**src/include/lockstep_defs.svh**
```systemverilog
`ifndef LOCKSTEP_DEFS_SVH
`define LOCKSTEP_DEFS_SVH

// Datapath and lockstep geometry
`define LS_DATA_W     32
`define LS_OFFSET     2
`define LS_OFFSET_W   1
`define LS_NUM_LANES  2

// Command opcodes, anything else is treated as NOP
`define LS_OP_NOP     4'h0
`define LS_OP_LOAD    4'h1
`define LS_OP_ADD     4'h2
`define LS_OP_XOR     4'h3

// APB register byte offsets
`define LS_APB_ADDR_W   4
`define LS_ADDR_CMD     4'h0
`define LS_ADDR_ACC     4'h4
`define LS_ADDR_STATUS  4'h8

`endif

```
**src/hw/lockstep_pkg.sv**
```systemverilog
`include "lockstep_defs.svh"

package lockstep_pkg;

  ////////////////////////////////////////
  // Command word
  ////////////////////////////////////////

  // Opcode always sits in the top nibble
  // LOAD uses the long immediate, ALU ops use shift plus operand
  typedef union packed {
    struct packed {
      logic [3:0]              opcode;
      logic [`LS_DATA_W-5:0]   imm;
    } load;
    struct packed {
      logic [3:0]              opcode;
      logic [3:0]              shamt;
      logic [`LS_DATA_W-9:0]   operand;
    } alu;
  } cmd_word_u;

endpackage

```
**src/hw/acc_core.sv**
```systemverilog
`timescale 1ns/10ps
`include "lockstep_defs.svh"

module acc_core (
  input  logic                     clk_i,
  input  logic                     rst_ni,

  input  logic                     cmd_valid_i,
  input  lockstep_pkg::cmd_word_u  cmd_word_i,

  output logic [`LS_DATA_W-1:0]    acc_o,
  output logic                     carry_o
);

  logic [`LS_DATA_W-1:0] acc_q;
  logic [`LS_DATA_W-1:0] acc_d;
  logic                  carry_q;
  logic                  carry_d;
  logic [`LS_DATA_W-1:0] operand_sh;
  logic [`LS_DATA_W:0]   sum;

  ////////////////////////////////////////
  // Operand path
  ////////////////////////////////////////

  // ALU view, zero-extended operand shifted left
  assign operand_sh = `LS_DATA_W'(cmd_word_i.alu.operand) << cmd_word_i.alu.shamt;

  // Extra top bit holds the carry out
  assign sum = {1'b0, acc_q} + {1'b0, operand_sh};

  ////////////////////////////////////////
  // Command decode
  ////////////////////////////////////////

  always_comb begin
    acc_d   = acc_q;
    carry_d = carry_q;
    if (cmd_valid_i) begin
      case (cmd_word_i.load.opcode)
        `LS_OP_LOAD: begin
          acc_d   = `LS_DATA_W'(cmd_word_i.load.imm);
          carry_d = 1'b0;
        end
        `LS_OP_ADD: begin
          acc_d   = sum[`LS_DATA_W-1:0];
          carry_d = sum[`LS_DATA_W];
        end
        `LS_OP_XOR: begin
          acc_d = acc_q ^ operand_sh;
        end
        default: begin
          // NOP and unknown opcodes hold state
          acc_d = acc_q;
        end
      endcase
    end
  end

  always_ff @(posedge clk_i or negedge rst_ni) begin
    if (!rst_ni) begin
      acc_q   <= '0;
      carry_q <= 1'b0;
    end else begin
      acc_q   <= acc_d;
      carry_q <= carry_d;
    end
  end

  assign acc_o   = acc_q;
  assign carry_o = carry_q;

endmodule

```
**src/hw/lockstep_apb_regs.sv**
```systemverilog
`timescale 1ns/10ps
`include "lockstep_defs.svh"

module lockstep_apb_regs (
  input  logic                       clk_i,
  input  logic                       rst_ni,

  // APB slave
  input  logic [`LS_APB_ADDR_W-1:0]  paddr_i,
  input  logic                       psel_i,
  input  logic                       penable_i,
  input  logic                       pwrite_i,
  input  logic [`LS_DATA_W-1:0]      pwdata_i,
  output logic [`LS_DATA_W-1:0]      prdata_o,
  output logic                       pready_o,
  output logic                       pslverr_o,

  // Main lane state and alert for readback
  input  logic [`LS_DATA_W-1:0]      main_acc_i,
  input  logic                       main_carry_i,
  input  logic                       alert_i,

  // Command pulse towards the feeder
  output logic                       cmd_valid_o,
  output lockstep_pkg::cmd_word_u    cmd_word_o
);

  logic                    access;
  logic                    is_cmd;
  logic                    is_acc;
  logic                    is_status;
  logic                    mapped;
  logic                    bad_dir;
  logic                    cmd_issue;
  logic                    cmd_valid_q;
  lockstep_pkg::cmd_word_u cmd_word_q;

  ////////////////////////////////////////
  // Address decode
  ////////////////////////////////////////

  assign access    = psel_i & penable_i;
  assign is_cmd    = (paddr_i == `LS_ADDR_CMD);
  assign is_acc    = (paddr_i == `LS_ADDR_ACC);
  assign is_status = (paddr_i == `LS_ADDR_STATUS);
  assign mapped    = is_cmd | is_acc | is_status;

  // CMD is write only, ACC and STATUS are read only
  assign bad_dir   = pwrite_i ? (is_acc | is_status) : is_cmd;

  assign pready_o  = 1'b1;
  assign pslverr_o = access & (~mapped | bad_dir);

  assign cmd_issue = access & pwrite_i & is_cmd;

  ////////////////////////////////////////
  // Read data
  ////////////////////////////////////////

  always_comb begin
    prdata_o = '0;
    if (is_acc) begin
      prdata_o = main_acc_i;
    end else if (is_status) begin
      prdata_o = {{(`LS_DATA_W-2){1'b0}}, main_carry_i, alert_i};
    end
  end

  ////////////////////////////////////////
  // Command pulse
  ////////////////////////////////////////

  // One cycle pulse in the cycle after the access phase
  always_ff @(posedge clk_i or negedge rst_ni) begin
    if (!rst_ni) begin
      cmd_valid_q <= 1'b0;
    end else begin
      cmd_valid_q <= cmd_issue;
    end
  end

  always_ff @(posedge clk_i) begin
    if (cmd_issue) begin
      cmd_word_q <= pwdata_i;
    end
  end

  assign cmd_valid_o = cmd_valid_q;
  assign cmd_word_o  = cmd_word_q;

endmodule

```
**src/hw/lockstep_compare.sv**
```systemverilog
`timescale 1ns/10ps
`include "lockstep_defs.svh"

module lockstep_compare (
  input  logic                   clk_i,
  input  logic                   rst_ni,

  input  logic [`LS_DATA_W-1:0]  main_acc_i,
  input  logic                   main_carry_i,
  input  logic [`LS_DATA_W-1:0]  shadow_acc_i,
  input  logic                   shadow_carry_i,

  input  logic                   cmp_en_i,
  output logic                   alert_o
);

  // One extra stage matches the shadow output register
  localparam int unsigned out_dly = `LS_OFFSET + 1;

  logic [`LS_DATA_W:0] main_dly_q [out_dly];
  logic [`LS_DATA_W:0] shadow_q;
  logic                mismatch;
  logic                alert_q;

  ////////////////////////////////////////
  // Output alignment
  ////////////////////////////////////////

  always_ff @(posedge clk_i) begin
    main_dly_q[0] <= {main_carry_i, main_acc_i};
    for (int i = 1; i < out_dly; i++) begin
      main_dly_q[i] <= main_dly_q[i-1];
    end
  end

  // Shadow outputs registered once
  always_ff @(posedge clk_i) begin
    shadow_q <= {shadow_carry_i, shadow_acc_i};
  end

  ////////////////////////////////////////
  // Mismatch detection
  ////////////////////////////////////////

  assign mismatch = cmp_en_i & (shadow_q != main_dly_q[out_dly-1]);

  // Sticky until the next reset
  always_ff @(posedge clk_i or negedge rst_ni) begin
    if (!rst_ni) begin
      alert_q <= 1'b0;
    end else begin
      alert_q <= alert_q | mismatch;
    end
  end

  assign alert_o = alert_q;

endmodule

```
**src/hw/lockstep_feed.sv**
```systemverilog
`timescale 1ns/10ps
`include "lockstep_defs.svh"

module lockstep_feed (
  input  logic                                          clk_i,
  input  logic                                          rst_ni,

  input  logic                                          cmd_valid_i,
  input  lockstep_pkg::cmd_word_u                       cmd_word_i,

  output logic [`LS_NUM_LANES-1:0]                      lane_valid_o,
  output lockstep_pkg::cmd_word_u [`LS_NUM_LANES-1:0]   lane_word_o,

  output logic                                          shadow_rst_no,
  output logic                                          cmp_en_o
);

  localparam lockstep_pkg::cmd_word_u nop_cmd = {`LS_OP_NOP, {(`LS_DATA_W-4){1'b0}}};

  logic [`LS_OFFSET_W-1:0]                 rst_cnt_q;
  logic [`LS_OFFSET_W-1:0]                 rst_cnt_d;
  logic                                    rst_set_d;
  logic                                    rst_set_q;
  logic                                    cmp_en_q;
  logic [`LS_OFFSET-1:0]                   dly_valid_q;
  lockstep_pkg::cmd_word_u [`LS_OFFSET-1:0] dly_word_q;

  ////////////////////////////////////////
  // Shadow reset release
  ////////////////////////////////////////

  // Counter stops once the offset is reached
  assign rst_set_d = (rst_cnt_q == `LS_OFFSET_W'(`LS_OFFSET - 1));
  assign rst_cnt_d = rst_set_d ? rst_cnt_q : rst_cnt_q + `LS_OFFSET_W'(1);

  always_ff @(posedge clk_i or negedge rst_ni) begin
    if (!rst_ni) begin
      rst_cnt_q <= '0;
      rst_set_q <= 1'b0;
      cmp_en_q  <= 1'b0;
    end else begin
      rst_cnt_q <= rst_cnt_d;
      rst_set_q <= rst_set_d;
      // Compare one cycle after the shadow leaves reset
      cmp_en_q  <= rst_set_q;
    end
  end

  assign shadow_rst_no = rst_set_q;
  assign cmp_en_o      = cmp_en_q;

  ////////////////////////////////////////
  // Command delay line
  ////////////////////////////////////////

  always_ff @(posedge clk_i or negedge rst_ni) begin
    if (!rst_ni) begin
      dly_valid_q <= '0;
      dly_word_q  <= {`LS_OFFSET{nop_cmd}};
    end else begin
      dly_valid_q[0] <= cmd_valid_i;
      dly_word_q[0]  <= cmd_word_i;
      for (int i = 1; i < `LS_OFFSET; i++) begin
        dly_valid_q[i] <= dly_valid_q[i-1];
        dly_word_q[i]  <= dly_word_q[i-1];
      end
    end
  end

  // Lane 0 runs straight off the pulse, lane 1 trails it
  assign lane_valid_o[0] = cmd_valid_i;
  assign lane_word_o[0]  = cmd_word_i;
  assign lane_valid_o[1] = dly_valid_q[`LS_OFFSET-1];
  assign lane_word_o[1]  = dly_word_q[`LS_OFFSET-1];

endmodule

```
**src/hw/lockstep_top.sv**
```systemverilog
`timescale 1ns/10ps
`include "lockstep_defs.svh"

module lockstep_top (
  input  logic                       clk_i,
  input  logic                       rst_ni,

  input  logic [`LS_APB_ADDR_W-1:0]  paddr_i,
  input  logic                       psel_i,
  input  logic                       penable_i,
  input  logic                       pwrite_i,
  input  logic [`LS_DATA_W-1:0]      pwdata_i,
  output logic [`LS_DATA_W-1:0]      prdata_o,
  output logic                       pready_o,
  output logic                       pslverr_o,

  output logic                       alert_major_o
);

  logic                                         cmd_valid;
  lockstep_pkg::cmd_word_u                      cmd_word;
  logic [`LS_NUM_LANES-1:0]                     lane_valid;
  lockstep_pkg::cmd_word_u [`LS_NUM_LANES-1:0]  lane_word;
  logic                                         shadow_rst_n;
  logic                                         cmp_en;
  logic [`LS_DATA_W-1:0]                        lane_acc [`LS_NUM_LANES];
  logic [`LS_NUM_LANES-1:0]                     lane_carry;

  lockstep_apb_regs u_regs (
    .clk_i        (clk_i),
    .rst_ni       (rst_ni),
    .paddr_i      (paddr_i),
    .psel_i       (psel_i),
    .penable_i    (penable_i),
    .pwrite_i     (pwrite_i),
    .pwdata_i     (pwdata_i),
    .prdata_o     (prdata_o),
    .pready_o     (pready_o),
    .pslverr_o    (pslverr_o),
    .main_acc_i   (lane_acc[0]),
    .main_carry_i (lane_carry[0]),
    .alert_i      (alert_major_o),
    .cmd_valid_o  (cmd_valid),
    .cmd_word_o   (cmd_word)
  );

  lockstep_feed u_feed (
    .clk_i         (clk_i),
    .rst_ni        (rst_ni),
    .cmd_valid_i   (cmd_valid),
    .cmd_word_i    (cmd_word),
    .lane_valid_o  (lane_valid),
    .lane_word_o   (lane_word),
    .shadow_rst_no (shadow_rst_n),
    .cmp_en_o      (cmp_en)
  );

  ////////////////////////////////////////
  // Main and shadow lanes
  ////////////////////////////////////////

  for (genvar i = 0; i < `LS_NUM_LANES; i++) begin : g_lane
    logic lane_rst_n;

    // Shadow lane leaves reset late
    assign lane_rst_n = (i == 0) ? rst_ni : (rst_ni & shadow_rst_n);

    acc_core u_core (
      .clk_i       (clk_i),
      .rst_ni      (lane_rst_n),
      .cmd_valid_i (lane_valid[i]),
      .cmd_word_i  (lane_word[i]),
      .acc_o       (lane_acc[i]),
      .carry_o     (lane_carry[i])
    );
  end

  lockstep_compare u_cmp (
    .clk_i          (clk_i),
    .rst_ni         (rst_ni),
    .main_acc_i     (lane_acc[0]),
    .main_carry_i   (lane_carry[0]),
    .shadow_acc_i   (lane_acc[1]),
    .shadow_carry_i (lane_carry[1]),
    .cmp_en_i       (cmp_en),
    .alert_o        (alert_major_o)
  );

endmodule

```
**config.mk**
```make
export PLATFORM = sky130hd
export DESIGN_NAME = lockstep_top
export DESIGN_NICKNAME = d
export VERILOG_FILES = /design/src/hw/lockstep_pkg.sv /design/src/hw/acc_core.sv /design/src/hw/lockstep_apb_regs.sv /design/src/hw/lockstep_compare.sv /design/src/hw/lockstep_feed.sv /design/src/hw/lockstep_top.sv
export VERILOG_INCLUDE_DIRS = /design/src /design/src/include
export SDC_FILE = /design/constraint.sdc
export NUM_CORES = 1
export LEC_CHECK = 0
export ABC_AREA = 1
export BUFFER_PORTS_ARGS = -buffer_cell sky130_fd_sc_hd__buf_2
export CAP_MARGIN = 20
export CORE_UTILIZATION = 57
export CTS_BUF_LIST = sky130_fd_sc_hd__clkbuf_4 sky130_fd_sc_hd__clkbuf_8
export CTS_CLUSTER_SIZE = 8
export DETAILED_ROUTE_END_ITERATION = 6
export PLACE_DENSITY = 0.72
export SLEW_MARGIN = 20
export SYNTH_ARGS = -nofsm -noshare
export SYNTH_HDL_FRONTEND = slang
export SYNTH_SLANG_ARGS = --single-unit
```
**constraint.sdc**
```tcl
create_clock -name clk_i -period 1.4 [get_ports clk_i]
set_input_delay 0.28 -clock clk_i [delete_from_list [all_inputs] [get_ports clk_i]]
set_output_delay 0.28 -clock clk_i [all_outputs]
set_load 0.02 [all_outputs]
```
==> run summary, run 1 <==
### Logic synthesis
* share of synthesized area spent on multiplexers: 1.40%
* cell area after technology mapping: 16,500 sq um
* number of synthesized register bits: 301
* dominant register cell in the synthesized netlist: sky130_fd_sc_hd__dfrtp_1
* proportion of synthesized flip-flops having asynchronous set or reset: 45.5%
* post-synthesis share of cell area spent on and, or, nand and nor gates: 27.9%
* synthesized area per cell: 7.32 sq um
* Syn Inst Count: 2,251
* dominant combinational cell family by area after synthesis: simple AND/OR/NAND/NOR gates
* Synthesis Warnings: 0
* Compound-Gate Fraction of Synth Area: 11.3%
* number of synthesized flops with an enable pin: 32
* post-synthesis share of cell area spent on full adders, half adders and majority gates: 5.11%
* xor and xnor fraction of the mapped netlist area: 1.76%
* share of the yosys chip area belonging to registers: 42.7%
* post-synth cell types: 46

### Global route
* global router's overall resource usage: 91.5%
* Overflow after GRT: 944
* maximum number of pins on one net before global-route repair: 46

### Die
* initial core utilization: 58.6%
* I/O Pins: 76
* die span in y: 172 um
* width of the chip: 172 um
* number of standard-cell rows in the floorplan: 61

### Placed design
* pre-CTS setup slack: -1860 ps
* # port buffers: 74
* weighted congestion at the end of routability-driven global placement: 1.01
* hpwl dp: 45,500 um

### Outcome
* last stage reached: global routing (5_1_grt)
* result of the run: stopped before the end
* First Error: [ERROR GRT-0232] Routing congestion too high. Check the congestion heatmap in the GUI.

### STA
* Worst endpoint type: sequential cell input
* Worst endpoint, post-GRT repair: g_lane[0].u_core.acc_o[28]$_DFFE_PN0P_/D

### Clocking
* H-tree level count: 2
* clock buffer count from CTS: 50
* maximum buffer depth of the clock tree: 3
* cell at the root of the clock tree: sky130_fd_sc_hd__clkbuf_8
* number of clock sinks: 301

-- cells in the mapped netlist, types with 11 or more instances --
| master | count | area share (%) |
|---|---|---|
| sky130_fd_sc_hd__nand2_1 | 686 | 16 |
| sky130_fd_sc_hd__inv_1 | 330 | 7.5 |
| sky130_fd_sc_hd__nor2_1 | 181 | 4.1 |
| sky130_fd_sc_hd__dfrtp_1 | 137 | 21 |
| sky130_fd_sc_hd__dfxtp_1 | 132 | 16 |
| sky130_fd_sc_hd__nand3_1 | 122 | 3.7 |
| sky130_fd_sc_hd__o21ai_0 | 107 | 3.3 |
| sky130_fd_sc_hd__a21oi_1 | 96 | 2.9 |
| sky130_fd_sc_hd__ha_1 | 64 | 4.9 |
| sky130_fd_sc_hd__a221oi_1 | 39 | 2.1 |
| sky130_fd_sc_hd__edfxtp_1 | 32 | 5.8 |
| sky130_fd_sc_hd__buf_2 | 29 | 0.88 |
| sky130_fd_sc_hd__xor2_1 | 29 | 1.5 |
| sky130_fd_sc_hd__clkbuf_1 | 26 | 0.59 |
| sky130_fd_sc_hd__nand2_2 | 24 | 0.91 |
| sky130_fd_sc_hd__mux2i_1 | 23 | 1.4 |
| sky130_fd_sc_hd__or2_2 | 19 | 0.72 |
| sky130_fd_sc_hd__inv_2 | 16 | 0.36 |
| sky130_fd_sc_hd__o22ai_1 | 15 | 0.57 |
| sky130_fd_sc_hd__a22oi_1 | 13 | 0.59 |
| sky130_fd_sc_hd__o21ai_1 | 12 | 0.36 |
| sky130_fd_sc_hd__a31oi_1 | 11 | 0.42 |
| sky130_fd_sc_hd__nor2_2 | 11 | 0.42 |
-- through the flow --
stage          utilization, %  cells  hold WS, ps  setup TNS [ps]  area [sq um]
2_1_floorplan               -   2252        -15.6          -64110         17000
3_5_place_dp             73.5   3038          135         -100330         20700
4_1_cts                  83.9   3209         58.7         -100380         23600
3_3_place_gp             73.5   3038          131          -91190         20700
-- kinds of logic after synthesis --
family / after synthesis
compound gates: 314
xor+xnor: 33
fa+ha+maj: 66
buf+inv: 416
flops: 301
mux: 23
other cells: 1
simple gates: 1097
-- per-layer routing --
layer,overflow,GRT usage [%]
met5,9,64.7
met4,268,99.2
met3,44,79.4
met2,575,107
met1,48,85.7
-- timing repair --
| item | in CTS |
|---|---|
| setup buffers | 44 |
| hold buffers | 33 |
| gates resized for setup | 308 |
| endpoints found under the setup margin | 100 |
| pin swaps | 89 |
| hold endpoints to repair | 169 |
==> run 2: changes to the inputs <==
--- a/config.mk
+++ b/config.mk
@@ -9,11 +9,9 @@
 export ABC_AREA = 1
 export BUFFER_PORTS_ARGS = -buffer_cell sky130_fd_sc_hd__buf_2
 export CAP_MARGIN = 20
-export CORE_UTILIZATION = 57
-export CTS_BUF_LIST = sky130_fd_sc_hd__clkbuf_4 sky130_fd_sc_hd__clkbuf_8
-export CTS_CLUSTER_SIZE = 8
+export CORE_UTILIZATION = 40
 export DETAILED_ROUTE_END_ITERATION = 6
-export PLACE_DENSITY = 0.72
+export PLACE_DENSITY_LB_ADDON = 0.15
 export SLEW_MARGIN = 20
 export SYNTH_ARGS = -nofsm -noshare
 export SYNTH_HDL_FRONTEND = slang
==> run 2 against run 1 <==
The flow now finishes, with violations (negative setup slack). Area after synthesis stayed put. Synthesized cell count stayed put.
==> run summary, run 2 <==
### Setup path
* Data arrival, critical path: 3470 ps
* number of buffers and inverters on the critical path: 4
* Register-to-Register Setup Slack: -1610 ps
* number of cells traversed by the worst register-to-register path: 21
* kind of start point of the critical path: flop
* Crit Reg-Reg Startpoint: u_regs.cmd_word_o[24]
* critical path cell sequence: buf_6 -> bufbuf_16 -> nand2_4 -> nand3_2 -> o21ai_4 -> nor2_4 -> a31oi_4 -> buf_6 -> nor2_4 -> ha_4 -> nand2_2 -> nand2_2 -> nand2_1 -> nand2_1 -> nand2_1 -> nand3b_1 -> buf_4 -> nor2_1 -> nor2_1 -> nand2_1 -> a22oi_1
* kind of end point of the critical path: flop
* slowest library cell on the worst path: sky130_fd_sc_hd__edfxtp_1
* cell class contributing the biggest share of worst-path delay: simple AND/OR/NAND/NOR gates
* reg-to-reg endpoint: g_lane[0].u_core.acc_o[12]
* Crit Path Category: flop to flop
* Max FO, Critical Path: 5
* delay contributed by the slowest stage of the critical path: 440 ps
* Crit path top cell by count: sky130_fd_sc_hd__nand2_1
* required arrival time at the worst endpoint: 1850 ps

### STA
* Worst Hold Slack: 98.4 ps
* highest attainable clock frequency: 0.332 GHz
* number of max-slew violations in the final report: 0
* final setup violating endpoints: 100
* Worst Slack Setup Final: -1610 ps
* post-route clock skew: 17.3 ps
* slew of the pin with the lowest slew margin: 604 ps
* max_slew headroom: 59.7%
* Final period util: 215%
* time the worst path needs with I/O delays and setup: 3010 ps
* Final Hold Violating Endpoints: 0
* unrepaired setup endpoints after global routing: true

### Placed design
* hpwl dp: 45,200 um
* pre-CTS setup slack: -1870 ps
* dpl cell area: 20,600 sq um
* weighted congestion at the end of routability-driven global placement: 0.950
* # port buffers: 74

### Logic synthesis
* Syn Inst Count: 2,251
* cell type contributing the most total cell area after synthesis: sky130_fd_sc_hd__dfrtp_1
* proportion of synthesized flip-flops having asynchronous set or reset: 45.5%
* largest cells by area after synthesis: sky130_fd_sc_hd__dfrtp_1 (21%), sky130_fd_sc_hd__dfxtp_1 (16%), sky130_fd_sc_hd__nand2_1 (16%)
* ranking of synthesized cells by instance count: sky130_fd_sc_hd__nand2_1 (686), sky130_fd_sc_hd__inv_1 (330), sky130_fd_sc_hd__nor2_1 (181)
* number of synthesized flops with an enable pin: 32
* post-synth cell types: 46
* dominant register cell in the synthesized netlist: sky130_fd_sc_hd__dfrtp_1
* Synthesis Warnings: 0
* area share of the largest cell type after synthesis: 20.8%
* synthesized area per cell: 7.32 sq um
* share of the yosys chip area belonging to registers: 42.7%
* cell area after technology mapping: 16,500 sq um
* number of synthesized register bits: 301
* top-count cell post-synth: sky130_fd_sc_hd__nand2_1

### Die
* width of the chip: 205 um
* number of standard-cell rows in the floorplan: 73
* I/O Pins: 76
* core region area: 40,200 sq um
* Die Outline Area: 42,000 sq um
* die span in y: 205 um
* initial core utilization: 41.0%

### Routing
* DR iter-0 viols: 967
* metal2 WL: 30,800 um
* Vias per Instance: 5.09
* final wirelength: 63,200 um
* wire per inst: 18.8 um
* top metal layer carrying routed signals: met5
* post-route ant nets: 0
* number of vias in the routed layout: 17,200
* wire length on met3: 2650 um
* Met1 Routed Length: 26,400 um
* drt drc: 0
* first-pass iteration count of the detailed router: 5

### Global route
* Overflow after GRT: 0
* global router's overall resource usage: 29.2%
* vias in the first global route: 17,000
* wire length of the first global-routing pass: 93,400 um
* maximum number of pins on one net before global-route repair: 52
* initial antenna violation count: 2

### Finish
* Antenna Cells: 0
* Reg with most FFs: u_cmp.main_dly_q
* register cell area after layout: 7040 sq um
* area of combinational cells with multiple inputs: 11,900 sq um
* fraction of final layout cells sized beyond drive strength 1: 51.4%
* max reg flops: 99
* Net count, final: 2,930
* commonest non-fill, non-tap cell in the layout: sky130_fd_sc_hd__nand2_1
* area overhead of the layout relative to synthesis: 66.3%
* filler cell count in the final layout: 3,196
* most frequent cells in the layout: sky130_fd_sc_hd__nand2_1 (423), sky130_fd_sc_hd__buf_4 (380), sky130_fd_sc_hd__inv_1 (240)
* design area: 27,400 sq um

### Clocking
* CTS clock-pin slew for the worst setup and hold paths: 70 ps
* number of clock sinks: 301
* cell at the root of the clock tree: sky130_fd_sc_hd__clkbuf_16
* worst-skew pair later-pin latency: 570 ps
* clock tree from TritonCTS: done
* maximum buffer depth of the clock tree: 3
* H-tree level count: 1
* clock buffer count from CTS: 31

### Pwr
* PwrDens: 774 nW/um^2
* Leakage: 13.1 nW
* worst-case vdd ir drop: 0.941 mV

### Hold path
* worst hold path type: input pin to asynchronous set/reset pin

### Run
* max cap viols: 0

### Outcome
* result of the run: finished, violations left
* violated checks: negative setup slack

[run 2: kinds of logic (layout without fill, tap and decap cells)]
kind of cell             after synthesis  count (layout)  share of synthesized area, %
AO/OA/AOI/OAI                        314             314                          11.3
XOR/XNOR                              33              33                          1.76
adder cells (fa/ha/maj)               66              66                          5.11
buffers and inverters                416            1011                          9.84
flip-flops                           301             301                          42.7
multiplexers                          23              23                          1.40
other                                  1               2                        0.0228
AND/OR/NAND/NOR                     1097            1097                          27.9
[run 2: routing by layer]
metal	global-route usage (%)	up-vias
met5	0	-
met4	14.6	2
met3	2.78	161
met2	50.5	488
met1	36.2	8162
li1	-	8366
[run 2: through the flow]
stage          power (mW)  util, %  TNS [ps]  instances
5_1_grt              22.0     68.2   -109370       3372
4_1_cts              20.8     62.2    -96130       3328
2_1_floorplan        10.7        -    -64110       2252
3_3_place_gp         11.8     51.4   -100120       3157
6_report             21.2     68.2    -99420       3372
3_5_place_dp         11.8     51.4   -103380       3157
[run 2: worst max path at each step]
stage / start / to / slack [ps] / depth (start not counted)
final: u_regs.cmd_word_o[24] / g_lane[0].u_core.acc_o[12] / -1610 / 21
after global routing: u_regs.cmd_word_o[24] / g_lane[0].u_core.acc_o[22] / -1750 / 21
after CTS: u_regs.cmd_word_o[24] / g_lane[0].u_core.acc_o[30] / -1610 / 20
after detailed placement: u_regs.cmd_word_o[24] / g_lane[0].u_core.acc_o[30] / -1870 / 20
after global placement: u_regs.cmd_word_o[24] / g_lane[0].u_core.acc_o[22] / -1840 / 20
after floorplan: u_regs.cmd_word_o[24] / g_lane[0].u_core.acc_o[29] / -1070 / 20
[run 2: timing repair]
item	CTS	global route
gates cloned	6	2
buffers inserted	79	55
endpoints found under the hold margin	169	0
setup endpoints to repair	101	101
hold buffers	33	0
pin swaps	239	283
gates resized for setup	649	527
[run 2: cell type report]
cell class | instances | share of cell area, %
clock inverter | 17 | 0.539
tap | 525 | 2.40
sequential | 301 | 25.7
timing repair buffer | 602 | 19.4
clock buffer | 40 | 3.18
multi-input combinational | 1535 | 43.5
timing repair inverter | 3 | 0.114
inverter | 349 | 5.19
[run 2: report_power, final]
group,switching (mW),internal (mW)
clock,3.69,4.63
combinational,1.84,1.67
sequential,0.234,9.13
total,5.77,15.4
[run 2: worst reg2reg max path, delay by kind of cell (launching register included)]
| family | cells | cell delay (ps) |
|---|---|---|
| flip-flops | 1 | 440 |
| AO/OA/AOI/OAI | 3 | 340 |
| AND/OR/NAND/NOR | 13 | 1040 |
| buffers and inverters | 4 | 800 |
| adder cells (fa/ha/maj) | 1 | 290 |
(Power assumes the default switching activity.)
